[src/hdl/soc_macros.svh]
`ifndef SOC_MACROS_SVH
`define SOC_MACROS_SVH

`default_nettype none

// Wishbone widths
`define WB_ADDR_W 32
`define WB_DATA_W 32

// Lowest address bit of the 4-bit page field
`define IO_PAGE_LSB 12

// Peripheral pages
`define SEG_PAGE   0
`define TIMER_PAGE 8

// Timer word offsets, compare channel n at TMR_CMP0 + n
`define TMR_CTRL   0
`define TMR_STATUS 1
`define TMR_COUNT  2
`define TMR_CMP0   4

// Switch readback in the segment page
`define SEG_SW 8

`default_nettype wire

`endif

[src/hdl/wb_pkg.sv]
`default_nettype none

package wb_pkg;

  // Page number from the page field of the address
  typedef logic [3:0] page_t;

  // Word offset inside a page, address bits 5 to 2
  typedef logic [3:0] word_off_t;

endpackage

`default_nettype wire

[src/hdl/irq_pkg.sv]
`default_nettype none

package irq_pkg;

  typedef enum logic [3:0] {
    EXC_NONE   = 4'd0,
    EXC_BUS    = 4'd1,
    EXC_TIMER0 = 4'd4,
    EXC_TIMER1 = 4'd5,
    EXC_TIMER2 = 4'd6,
    EXC_TIMER3 = 4'd7
  } exc_code_t;

  // Raw view, segments driven straight from the word
  typedef struct packed {
    logic [14:0] rsvd_hi;
    logic        hex_mode;
    logic [7:0]  rsvd_lo;
    logic [7:0]  seg;
  } seg_raw_t;

  // Hex view, digit goes through the segment table
  typedef struct packed {
    logic [14:0] rsvd_hi;
    logic        hex_mode;
    logic [7:0]  rsvd_mid;
    logic        dp;
    logic [2:0]  rsvd_lo;
    logic [3:0]  digit;
  } seg_hex_t;

  // Bit 16 selects the view, 1 for hex
  typedef union packed {
    seg_raw_t raw;
    seg_hex_t hex;
  } seg_word_u;

endpackage

`default_nettype wire

[src/hdl/wb_page_decoder.sv]
`timescale 1ns/10ps
`include "soc_macros.svh"
`default_nettype none

module wb_page_decoder #(
  parameter int BASE = `IO_PAGE_LSB
) (
  input  logic                  clk_i,
  input  logic                  rst_i,
  input  logic                  cyc_i,
  input  logic                  stb_i,
  input  logic                  we_i,
  input  logic [`WB_ADDR_W-1:0] adr_i,
  input  logic [`WB_DATA_W-1:0] dat_i,
  input  logic [3:0]            sel_i,
  output logic                  ack_o,
  output logic [`WB_DATA_W-1:0] dat_o,
  output logic                  seg_cyc_o,
  output logic                  seg_stb_o,
  input  logic                  seg_ack_i,
  input  logic [`WB_DATA_W-1:0] seg_dat_i,
  output logic                  tmr_cyc_o,
  output logic                  tmr_stb_o,
  input  logic                  tmr_ack_i,
  input  logic [`WB_DATA_W-1:0] tmr_dat_i,
  output logic                  bus_err_o
);
  import wb_pkg::*;

  page_t                  page;
  logic                   seg_hit;
  logic                   tmr_hit;
  logic                   err_ack_q;
  logic [`WB_DATA_W-1:0]  lane_src;

  assign page    = adr_i[BASE +: $bits(page_t)];
  assign seg_hit = (page == page_t'(`SEG_PAGE));
  assign tmr_hit = (page == page_t'(`TIMER_PAGE));

  assign seg_cyc_o = cyc_i & seg_hit;
  assign seg_stb_o = stb_i & seg_hit;
  assign tmr_cyc_o = cyc_i & tmr_hit;
  assign tmr_stb_o = stb_i & tmr_hit;

  // Nobody lives on this page, answer it ourselves
  always_ff @(posedge clk_i) begin
    if (rst_i) begin
      err_ack_q <= 1'b0;
    end else begin
      err_ack_q <= cyc_i && stb_i && !seg_hit && !tmr_hit && !err_ack_q;
    end
  end

  assign bus_err_o = err_ack_q;

  always_comb begin
    if (seg_hit) begin
      ack_o    = seg_ack_i;
      lane_src = we_i ? dat_i : seg_dat_i;
    end else if (tmr_hit) begin
      ack_o    = tmr_ack_i;
      lane_src = we_i ? dat_i : tmr_dat_i;
    end else begin
      ack_o    = err_ack_q;
      lane_src = '0;
    end
  end

  // Write acks echo the accepted lanes, unselected lanes read as zero
  always_comb begin
    for (int b = 0; b < `WB_DATA_W / 8; b++) begin
      dat_o[8*b +: 8] = sel_i[b] ? lane_src[8*b +: 8] : 8'h00;
    end
  end

endmodule

`default_nettype wire

[src/hdl/timer_int.sv]
`timescale 1ns/10ps
`include "soc_macros.svh"
`default_nettype none

module timer_int (
  input  logic                  clk_i,
  input  logic                  rst_i,
  input  logic                  cyc_i,
  input  logic                  stb_i,
  input  logic                  we_i,
  input  wb_pkg::word_off_t     adr_i,
  input  logic [`WB_DATA_W-1:0] dat_i,
  output logic                  ack_o,
  output logic [`WB_DATA_W-1:0] dat_o,
  output logic [3:0]            irq_o
);
  import wb_pkg::*;

  localparam int        NUM_CH     = 4;
  localparam word_off_t OFF_CTRL   = word_off_t'(`TMR_CTRL);
  localparam word_off_t OFF_STATUS = word_off_t'(`TMR_STATUS);
  localparam word_off_t OFF_COUNT  = word_off_t'(`TMR_COUNT);
  localparam word_off_t OFF_CMP0   = word_off_t'(`TMR_CMP0);

  logic [`WB_DATA_W-1:0] count_q;
  logic [`WB_DATA_W-1:0] cmp_q [NUM_CH];
  logic [NUM_CH-1:0]     en_q;
  logic [NUM_CH-1:0]     pend_q;
  logic [NUM_CH-1:0]     hit;
  logic [NUM_CH-1:0]     clr;
  logic                  access;
  logic                  wr;
  word_off_t             cmp_off;
  logic                  cmp_sel;
  logic [1:0]            cmp_idx;

  assign access  = cyc_i && stb_i && !ack_o;
  assign wr      = access && we_i;
  assign cmp_off = adr_i - OFF_CMP0;
  assign cmp_sel = (adr_i >= OFF_CMP0) && (cmp_off < word_off_t'(NUM_CH));
  assign cmp_idx = cmp_off[1:0];

  always_comb begin
    for (int n = 0; n < NUM_CH; n++) begin
      hit[n] = en_q[n] && (count_q == cmp_q[n]);
    end
  end

  // Write one to clear
  assign clr = (wr && adr_i == OFF_STATUS) ? dat_i[NUM_CH-1:0] : '0;

  always_ff @(posedge clk_i) begin
    if (rst_i) begin
      ack_o   <= 1'b0;
      en_q    <= '0;
      pend_q  <= '0;
      count_q <= '0;
    end else begin
      ack_o  <= access;
      pend_q <= (pend_q & ~clr) | hit;
      if (wr && adr_i == OFF_CTRL) begin
        en_q <= dat_i[NUM_CH-1:0];
      end
      if (wr && adr_i == OFF_COUNT) begin
        count_q <= dat_i;
      end else begin
        count_q <= count_q + 1'b1;
      end
    end
  end

  always_ff @(posedge clk_i) begin
    if (wr && cmp_sel) begin
      cmp_q[cmp_idx] <= dat_i;
    end
  end

  always_comb begin
    dat_o = '0;
    if (adr_i == OFF_CTRL) begin
      dat_o[NUM_CH-1:0] = en_q;
    end else if (adr_i == OFF_STATUS) begin
      dat_o[NUM_CH-1:0] = pend_q;
    end else if (adr_i == OFF_COUNT) begin
      dat_o = count_q;
    end else if (cmp_sel) begin
      dat_o = cmp_q[cmp_idx];
    end
  end

  assign irq_o = pend_q;

endmodule

`default_nettype wire

[src/hdl/seg_ctrl.sv]
`timescale 1ns/10ps
`include "soc_macros.svh"
`default_nettype none

module seg_ctrl (
  input  logic                  clk_i,
  input  logic                  rst_i,
  input  logic                  cyc_i,
  input  logic                  stb_i,
  input  logic                  we_i,
  input  wb_pkg::word_off_t     adr_i,
  input  logic [`WB_DATA_W-1:0] dat_i,
  output logic                  ack_o,
  output logic [`WB_DATA_W-1:0] dat_o,
  input  logic [9:0]            sw_i,
  output logic [7:0]            hex0_o,
  output logic [7:0]            hex1_o,
  output logic [7:0]            hex2_o,
  output logic [7:0]            hex3_o,
  output logic [7:0]            hex4_o,
  output logic [7:0]            hex5_o
);
  import wb_pkg::*;
  import irq_pkg::*;

  localparam int        NUM_DIGITS = 6;
  localparam word_off_t OFF_SW     = word_off_t'(`SEG_SW);

  seg_word_u  digit_q [NUM_DIGITS];
  logic [7:0] hex_w [NUM_DIGITS];
  logic       access;

  // Segment order gfedcba, active high
  function automatic logic [6:0] hex_to_seg(input logic [3:0] digit);
    case (digit)
      4'h0: return 7'h3f;
      4'h1: return 7'h06;
      4'h2: return 7'h5b;
      4'h3: return 7'h4f;
      4'h4: return 7'h66;
      4'h5: return 7'h6d;
      4'h6: return 7'h7d;
      4'h7: return 7'h07;
      4'h8: return 7'h7f;
      4'h9: return 7'h6f;
      4'ha: return 7'h77;
      4'hb: return 7'h7c;
      4'hc: return 7'h39;
      4'hd: return 7'h5e;
      4'he: return 7'h79;
      default: return 7'h71;
    endcase
  endfunction

  // Display pins are active low
  function automatic logic [7:0] drive_digit(input seg_word_u w);
    logic [7:0] lit;
    if (w.hex.hex_mode) begin
      lit = {w.hex.dp, hex_to_seg(w.hex.digit)};
    end else begin
      lit = w.raw.seg;
    end
    return ~lit;
  endfunction

  assign access = cyc_i && stb_i && !ack_o;

  always_ff @(posedge clk_i) begin
    if (rst_i) begin
      ack_o <= 1'b0;
      for (int d = 0; d < NUM_DIGITS; d++) begin
        digit_q[d] <= '0;
      end
    end else begin
      ack_o <= access;
      for (int d = 0; d < NUM_DIGITS; d++) begin
        if (access && we_i && adr_i == word_off_t'(d)) begin
          digit_q[d] <= dat_i;
        end
      end
    end
  end

  always_comb begin
    dat_o = '0;
    if (adr_i == OFF_SW) begin
      dat_o = {{(`WB_DATA_W - 10){1'b0}}, sw_i};
    end
    for (int d = 0; d < NUM_DIGITS; d++) begin
      if (adr_i == word_off_t'(d)) begin
        dat_o = digit_q[d];
      end
    end
  end

  for (genvar d = 0; d < NUM_DIGITS; d++) begin : g_digit
    assign hex_w[d] = drive_digit(digit_q[d]);
  end

  assign hex0_o = hex_w[0];
  assign hex1_o = hex_w[1];
  assign hex2_o = hex_w[2];
  assign hex3_o = hex_w[3];
  assign hex4_o = hex_w[4];
  assign hex5_o = hex_w[5];

endmodule

`default_nettype wire

[src/hdl/int_encoder.sv]
`timescale 1ns/10ps
`default_nettype none

module int_encoder (
  input  logic               clk_i,
  input  logic               rst_i,
  input  logic               bus_err_i,
  input  logic [3:0]         timer_i,
  input  logic               enabled_i,
  output irq_pkg::exc_code_t exception_o
);
  import irq_pkg::*;

  exc_code_t next_code;

  // Bus error first, then timer 0 down to timer 3
  always_comb begin
    next_code = EXC_NONE;
    if (bus_err_i) begin
      next_code = EXC_BUS;
    end else if (timer_i[0]) begin
      next_code = EXC_TIMER0;
    end else if (timer_i[1]) begin
      next_code = EXC_TIMER1;
    end else if (timer_i[2]) begin
      next_code = EXC_TIMER2;
    end else if (timer_i[3]) begin
      next_code = EXC_TIMER3;
    end
  end

  always_ff @(posedge clk_i) begin
    if (rst_i) begin
      exception_o <= EXC_NONE;
    end else if (enabled_i) begin
      exception_o <= next_code;
    end else begin
      exception_o <= EXC_NONE;
    end
  end

endmodule

`default_nettype wire

[src/hdl/io_subsys.sv]
`timescale 1ns/10ps
`include "soc_macros.svh"
`default_nettype none

module io_subsys (
  input  logic                  clk_i,
  input  logic                  rst_i,
  input  logic                  cyc_i,
  input  logic                  stb_i,
  input  logic                  we_i,
  input  logic [`WB_ADDR_W-1:0] adr_i,
  input  logic [`WB_DATA_W-1:0] dat_i,
  input  logic [3:0]            sel_i,
  output logic                  ack_o,
  output logic [`WB_DATA_W-1:0] dat_o,
  input  logic [9:0]            sw_i,
  output logic [7:0]            hex0_o,
  output logic [7:0]            hex1_o,
  output logic [7:0]            hex2_o,
  output logic [7:0]            hex3_o,
  output logic [7:0]            hex4_o,
  output logic [7:0]            hex5_o,
  input  logic                  int_en_i,
  output irq_pkg::exc_code_t    exception_o
);

  logic                  seg_cyc;
  logic                  seg_stb;
  logic                  seg_ack;
  logic [`WB_DATA_W-1:0] seg_dat;
  logic                  tmr_cyc;
  logic                  tmr_stb;
  logic                  tmr_ack;
  logic [`WB_DATA_W-1:0] tmr_dat;
  logic                  bus_err;
  logic [3:0]            timer_irq;

  wb_page_decoder #(.BASE(`IO_PAGE_LSB)) bus_dec (
    .clk_i     (clk_i),
    .rst_i     (rst_i),
    .cyc_i     (cyc_i),
    .stb_i     (stb_i),
    .we_i      (we_i),
    .adr_i     (adr_i),
    .dat_i     (dat_i),
    .sel_i     (sel_i),
    .ack_o     (ack_o),
    .dat_o     (dat_o),
    .seg_cyc_o (seg_cyc),
    .seg_stb_o (seg_stb),
    .seg_ack_i (seg_ack),
    .seg_dat_i (seg_dat),
    .tmr_cyc_o (tmr_cyc),
    .tmr_stb_o (tmr_stb),
    .tmr_ack_i (tmr_ack),
    .tmr_dat_i (tmr_dat),
    .bus_err_o (bus_err)
  );

  // Peripherals see the word offset only
  seg_ctrl seg0 (
    .clk_i  (clk_i),
    .rst_i  (rst_i),
    .cyc_i  (seg_cyc),
    .stb_i  (seg_stb),
    .we_i   (we_i),
    .adr_i  (adr_i[5:2]),
    .dat_i  (dat_i),
    .ack_o  (seg_ack),
    .dat_o  (seg_dat),
    .sw_i   (sw_i),
    .hex0_o (hex0_o),
    .hex1_o (hex1_o),
    .hex2_o (hex2_o),
    .hex3_o (hex3_o),
    .hex4_o (hex4_o),
    .hex5_o (hex5_o)
  );

  timer_int timer0 (
    .clk_i (clk_i),
    .rst_i (rst_i),
    .cyc_i (tmr_cyc),
    .stb_i (tmr_stb),
    .we_i  (we_i),
    .adr_i (adr_i[5:2]),
    .dat_i (dat_i),
    .ack_o (tmr_ack),
    .dat_o (tmr_dat),
    .irq_o (timer_irq)
  );

  int_encoder intenc0 (
    .clk_i       (clk_i),
    .rst_i       (rst_i),
    .bus_err_i   (bus_err),
    .timer_i     (timer_irq),
    .enabled_i   (int_en_i),
    .exception_o (exception_o)
  );

endmodule

`default_nettype wire

[config.mk]
export PLATFORM = sky130hd
export DESIGN_NAME = io_subsys
export DESIGN_NICKNAME = d
export VERILOG_FILES = /design/src/hdl/wb_pkg.sv /design/src/hdl/irq_pkg.sv /design/src/hdl/wb_page_decoder.sv /design/src/hdl/timer_int.sv /design/src/hdl/seg_ctrl.sv /design/src/hdl/int_encoder.sv /design/src/hdl/io_subsys.sv
export VERILOG_INCLUDE_DIRS = /design/src /design/src/hdl
export SDC_FILE = /design/constraint.sdc
export NUM_CORES = 1
export LEC_CHECK = 0
export BUFFER_PORTS_ARGS = -buffer_cell sky130_fd_sc_hd__clkbuf_2
export CORE_MARGIN = 4
export CORE_UTILIZATION = 25
export CTS_BUF_LIST = sky130_fd_sc_hd__clkbuf_4 sky130_fd_sc_hd__clkbuf_8 sky130_fd_sc_hd__clkbuf_16
export CTS_CLUSTER_SIZE = 30
export DETAILED_ROUTE_END_ITERATION = 16
export PLACE_DENSITY_LB_ADDON = 0.05
export RECOVER_POWER = 50
export SYNTH_ARGS = -nofsm -noshare
export SYNTH_HDL_FRONTEND = slang
export SYNTH_SLANG_ARGS = --single-unit
[constraint.sdc]
create_clock -name clk_i -period 7.1 [get_ports clk_i]
set_input_delay 1.42 -clock clk_i [delete_from_list [all_inputs] [get_ports clk_i]]
set_output_delay 1.42 -clock clk_i [all_outputs]
set_load 0.02 [all_outputs]
# After elaboration in Yosys (flattened, before gate mapping)
# Memory sizes are Yosys's and may differ from the RTL's.
# Cells that the tools add are included.
# word_totals
reg_bits	47
input_bits	84
ramBits	320
elab_cells	153
out_inout_bits	85
romBits	672
mem_count	8
# classes
magnitude_cmp	2
n_addsub	2
bitwise	20
muxes	64
eq_ne	11
reduce_logical	36
# mem_list
memory	depth	width	rd	rd_ports_with_merged_regs	wr	line	source
seg0.digit_q	6	32	6	0	6	seg_ctrl.sv:29	seg_word_u digit_q [NUM_DIGITS];
timer0.cmp_q	4	32	5	0	1	timer_int.sv:26	logic [`WB_DATA_W-1:0] cmp_q [NUM_CH];
(no name shown)	16	7	1	0	0	seg_ctrl.sv:35	case (digit)
(no name shown)	16	7	1	0	0	seg_ctrl.sv:35	
(no name shown)	16	7	1	0	0	seg_ctrl.sv:35	
(no name shown)	16	7	1	0	0	seg_ctrl.sv:35	
2 more memories	--	--	--	--	--	--	
# ops
cell	n
$mux W32	19
$eq A32 B32 Y1	4
$mux W28	2
$not A8 Y8	6
$mux W7	6
$add A32 B1 Y32 const B	1
$mux W8	4
$logic_and A1 B1 Y1	25
$mux W1	25
$mux W3	4
$mux W4	3
$mux W10	1
$eq A4 B2 Y1 const B	2
$eq A4 B3 Y1 const B	2
$eq A4 B4 Y1 const B	2
$logic_not A4 Y1	2
$or A1 B1 Y1	6
$reduce_or A6 Y1	1
$logic_not A1 Y1	5
$reduce_or A5 Y1	1
$and A1 B1 Y1	4
$and A4 B4 Y4	1
$eq A4 B1 Y1 const B	1
$ge A4 B3 Y1 const B	1
other kinds (7)	7

# Longest topological paths before layout
# logic_depth
ltp_word	11
mapped_depth	9
depth_no_buf	7

# By module
# Synthesis repeated with hierarchy kept, for this count alone.
# unflattened
cells_unflattened	1725
hier_area_um2	20743.6
# modules_own_cells
mod	area_each_um2	n_inst	cells_each	seq_area_each_um2
seg_ctrl	10552.6	1	878	5785.5
timer_int	8807.2	1	674	4664.5
wb_page_decoder	1249.9	1	158	20.0
int_encoder	133.9	1	15	60.1

# Worst setup path before layout
# OpenSTA, ideal clock, no wires.
# synth_path
path_type	input -> register
from	input port adr_i[13]
to	memory timer0.cmp_q[2][0] (netlist bit), enable pin
setup_ps	502
path_slack_ps	1120
path_buffers	1
arrival_ps	5478
cell_stages	4
cell_sequence	or3_1 > or3_1 > clkbuf_1 > nor4_1
# synth_via
elab_chain_len	8
elab_cells_between_ends	9
# synth_lines
element	line	source
from (decl)	io_subsys.sv:11	input logic [`WB_ADDR_W-1:0] adr_i,
$eq A4 B4 Y1 *	wb_page_decoder.sv:38	assign tmr_hit = (page == page_t'(`TIMER_PAGE));
$and A1 B1 Y1 (on tied branches)	wb_page_decoder.sv:42, wb_page_decoder.sv:43	
$logic_and A1 B1 Y1 * (2 in series)	timer_int.sv:37	assign access = cyc_i && stb_i && !ack_o;
$logic_and A1 B1 Y1 *	timer_int.sv:38	assign wr = access && we_i;
$logic_and A1 B1 Y1 *	timer_int.sv:73	if (wr && cmp_sel) begin
$mux W1 *	timer_int.sv:73	
$mux W1 (implied by the code) *	timer_int.sv:74	cmp_q[cmp_idx] <= dat_i;
to (decl)	timer_int.sv:26	
# Every way passes the cells marked *; elsewhere a longest branch is shown, timed or not.

# Final worst setup path
# layout_path
from	input port adr_i[3]
to	output port dat_o[16]
# layout_via
elab_chain_len	11
elab_cells_between_ends	26
# layout_lines
element	line	source
$sub A4 B3 Y4	timer_int.sv:39	assign cmp_off = adr_i - OFF_CMP0;
$lt A4 B3 Y1	timer_int.sv:40	assign cmp_sel = (adr_i >= OFF_CMP0) && (cmp_off < word_off_t'(NUM_CH));
$logic_and A1 B1 Y1	timer_int.sv:40	
$mux W32	timer_int.sv:86	end else if (cmp_sel) begin
$mux W32	timer_int.sv:84	end else if (adr_i == OFF_COUNT) begin
$mux W28	timer_int.sv:82	end else if (adr_i == OFF_STATUS) begin
$mux W28	timer_int.sv:80	if (adr_i == OFF_CTRL) begin
$mux W32	wb_page_decoder.sv:62	lane_src = we_i ? dat_i : tmr_dat_i;
$mux W32	wb_page_decoder.sv:60	end else if (tmr_hit) begin
$mux W32 *	wb_page_decoder.sv:57	if (seg_hit) begin
$mux W8 *	wb_page_decoder.sv:72	dat_o[8*b +: 8] = sel_i[b] ? lane_src[8*b +: 8] : 8'h00;
to (decl)	io_subsys.sv:15	output logic [`WB_DATA_W-1:0] dat_o,
# Marks and branches as above.

==> results summary <==
The flow ran to the end, but the final reports show violations. The checks that failed: max-capacitance violations, max-slew violations. The post-detailed-route via-to-cell ratio is about 5.0.

The H-tree depth reported by CTS came out at 2. In this run the tool buffered the top-level ports with approximately 140 buffer cells. The estimated wirelength of the detail-placed design came out at between 50 and 60 mm. The number of post-CTS setup repair buffers is 0. The hold violation total from the final report is 0.

The area growth from synthesis to layout came out at 15.7%. Power spread over the standard cell area amounts to around 230 nW/µm². The congestion estimate from routability-driven global placement came to between 0.8 and 0.9. The die outline width came out at roughly 300 µm. The number of global-route vias before repair came out at between 15000 and 20000. The most repeated cell in the gate-level netlist after synthesis is sky130_fd_sc_hd__edfxtp_1. The I/O pin count is roughly 170. The startpoint-to-endpoint class of the critical path is in2out. The headroom to the max-slew limit came out at -86.8%. The pre-CTS setup slack is between 1000 and 1500 ps. The routed metal-1 wire length came out at about 39 mm. For this run, asynchronously set or reset flops after synthesis account for 0%. The mean instance size in the synthesized netlist is approximately 11 µm². The launching element of the worst setup path is adr_i[3]. The number of storage elements in the synthesis netlist is 366. Entering global routing, the biggest net connects just under 50 pins. In this run the clock root is driven by a sky130_fd_sc_hd__clkbuf_16. The global-route wire length before repair is approximately 120 mm. The number of buffers inserted during clock tree synthesis is between 40 and 50. The total placed cells including tap cells came out at about 2900. The worst min-delay path category is reg2reg. The die covers around 86000 µm². The fraction of synthesized cell area taken by the top area cell type is 47.5%.

The final-report max-slew violation count came out at roughly 280. The final count of negative-setup-slack endpoints came out at 0. The number of antenna violations at the first check in global routing is 0. For the pin with the worst max-slew slack, the measured transition is 2800 ps. The arrival time of data at the critical path endpoint came out at 5100 ps. The clock slew seen by the registers of the worst setup and hold paths is around 60 ps.

The remaining routing DRC violations is 0. Setup repair after global routing left no endpoint under its margin. The wire length on met2 is roughly 37 mm. The share of the clock period used by the worst path after layout came out at around 92%. After detailed routing, no signal wire sits above met4. Along the worst path, the maximum fanout reaches 34. The post-route minimum period came out at about 6500 ps.

Dividing the detail-routed wire length by the instance count gives approximately 27 µm. After the last flow step, the layout net total stands at roughly 2000. Synthesis produced a netlist whose cell count is 1796. The core area came out at 80400 µm². The filler-free cell count of the finished design is between 2000 and 3000. The routed wire length is 81.7 mm. The initial core utilization is 25.2%. The number of nets still failing antenna checks after routing came out at 0.

The floorplan has approximately 100 rows. In the post-synthesis netlist, the biggest area contributors are sky130_fd_sc_hd__edfxtp_1, sky130_fd_sc_hd__and2_1, sky130_fd_sc_hd__dfxtp_1, sky130_fd_sc_hd__mux2i_1, sky130_fd_sc_hd__xnor2_1. The number of hold buffers added after cts is 0. The worst-case clock skew is 17.4 ps. Post-CTS repair changed the size of 0 cells. The total nets after synthesis came out at about 1900. TritonCTS built the clock tree. The worst ir drop on vdd came out at 0.139 mV. The violation count after the first detailed-routing iteration is between 1000 and 1500. The cell area after technology mapping came out at just over 20000 µm². The die boundary height is 292 µm. The overall routing resource usage is 18.6%. The count of synthesis-stage warnings from yosys came out at 0. The kind of start point of the critical path is a primary input. The routed design uses 3.56 mm of met3 wire.

The first TritonRoute pass finished after 5 iterations. The sequential share of the synthesized area came out at 52.1%. STA classifies the critical path endpoint as an output pin. Setup slack on the critical path of the routed design comes to between 500 and 600 ps. For this run, the top clock speed supported by timing is approximately 0.15 GHz. The leakage power of the design is 8.08 nW. The most used flip-flop cell after synthesis is sky130_fd_sc_hd__edfxtp_1. The worst hold path begins at bus_dec.bus_err_o. The aggregate global routing overflow is 0. The maximum clock insertion buffer count is 3.

sky130_fd_sc_hd__edfxtp_1 takes more of the synthesized area than any other cell. After routing, the total negative slack on setup checks comes to 0 ps. By count the netlist is led by sky130_fd_sc_hd__edfxtp_1, sky130_fd_sc_hd__and2_1, sky130_fd_sc_hd__nand2_1, sky130_fd_sc_hd__nor2_1, sky130_fd_sc_hd__xnor2_1. The clock reaches the later pin of the worst-skew pair after around 590 ps. In this run, distinct cell masters in the synthesized netlist total 73. The tool flagged a number of max-cap violations equal to 9.

The post-route netlist has roughly 14% of its cells at a drive strength greater than 1. The total vias in the final route is 14900. The number of synthesized flops with an enable pin is 320. The data required time at the worst endpoint is ~5700 ps. The startpoint identified for the worst register-to-register timing path is seg0.ack_o. For this design, the sink count on the clock tree is approximately 370.
-- cell usage in the layout (no fill, tap or decap), types with 27 or more instances in the layout --
master                      count
sky130_fd_sc_hd__nand2_1      104
sky130_fd_sc_hd__nor2_1        95
sky130_fd_sc_hd__nand3_1       33
sky130_fd_sc_hd__nor3_1        51
sky130_fd_sc_hd__dfxtp_1       46
sky130_fd_sc_hd__o21ai_0       72
sky130_fd_sc_hd__inv_1         46
sky130_fd_sc_hd__mux4_2        29
sky130_fd_sc_hd__mux2i_1       76
sky130_fd_sc_hd__nor4_1        35
sky130_fd_sc_hd__edfxtp_1     320
sky130_fd_sc_hd__and2_1       144
sky130_fd_sc_hd__clkbuf_1      63
sky130_fd_sc_hd__clkbuf_2      91
sky130_fd_sc_hd__xor2_1        76
sky130_fd_sc_hd__buf_4         38
sky130_fd_sc_hd__a221oi_1      27
sky130_fd_sc_hd__ha_1          31
sky130_fd_sc_hd__xnor2_1       81
sky130_fd_sc_hd__a211oi_1      43
sky130_fd_sc_hd__nand4_1       29
sky130_fd_sc_hd__a21oi_1       71
sky130_fd_sc_hd__clkbuf_16     49
-- power breakdown --
part,internal [mW],leakage [nW],switching [mW],total [mW]
combinational,0.147,3.96,0.333,0.480
sequential,2.40,3.34,0.0533,2.45
clock,1.42,0.778,0.987,2.41
-- logic make-up (layout without fill, tap and decap cells) --
family                     after synthesis  after routing  synth area share [%]
and+or+nand+nor                        566            566                  15.0
DFF                                    366            366                  52.1
adders and majority gates               31             31                  1.92
AOI/OAI and AO/OA                      359            359                  11.9
buffers and inverters                  193            328                  4.24
other                                    1              3                0.0185
xor gates and xnor gates               157            157                  6.80
muxes                                  123            123                  7.99
-- per-layer routing --
metal,GRT usage [%],vias up
li1,-,6872
met1,27.0,7573
met2,29.3,363
met3,2.66,90
met4,4.29,0
met5,0,-
-- flip-flops by register name (all words and copies together), names as in the netlist --
| name | count |
|---|---|
| timer0.count_q | 32 |
| timer0.en_q | 4 |
| seg0.digit_q | 192 |
| seg0.ack_o | 1 |
| timer0.irq_o | 4 |
| timer0.cmp_q | 128 |
| intenc0.exception_o | 3 |
| timer0.ack_o | 1 |
| bus_dec.bus_err_o | 1 |
-- cell type report --
cell class                 instances  area (µm²)
clock inverter                    23         159
timing repair buffer             192         977
sequential                       366       10500
clock buffer                      66        1380
antenna                            2        5.00
fill                            8405       57000
inverter                          47         176
multi-input combinational       1237        8840
tap                             1060        1330
-- critical path, cell delays in order --
cell and delay, ps:
sky130_fd_sc_hd__clkbuf_2 900, sky130_fd_sc_hd__buf_4 600, sky130_fd_sc_hd__nor2b_1 420, sky130_fd_sc_hd__a22oi_1 120, sky130_fd_sc_hd__o21ai_0 260, sky130_fd_sc_hd__a221oi_1 240
sky130_fd_sc_hd__nor3_1 740, sky130_fd_sc_hd__clkbuf_2 300
-- metrics by stage --
| step | power, mW | hold slack (ps) | util [%] | instance area (µm²) |
|---|---|---|---|---|
| final | 5.34 | 485 | 29.1 | 23400 |
| after global routing | 5.54 | 526 | 29.1 | 23400 |
| after CTS | 5.43 | 488 | 29.3 | 23500 |
| after detailed placement | 2.99 | 478 | 27.4 | 22000 |
| after global placement | 2.99 | 477 | 27.4 | 22000 |
| after floorplan | 2.75 | 443 | - | 20200 |
-- path summary, 6_finish.rpt --
check	end	slack, ps	depth (start not counted)
max	dat_o[16]	580	8
min	bus_dec.bus_err_o	490	1
max reg2reg	seg0.digit_q[0][155]	3100	6
min reg2reg	bus_dec.bus_err_o	490	1
(Power assumes the default switching activity.)
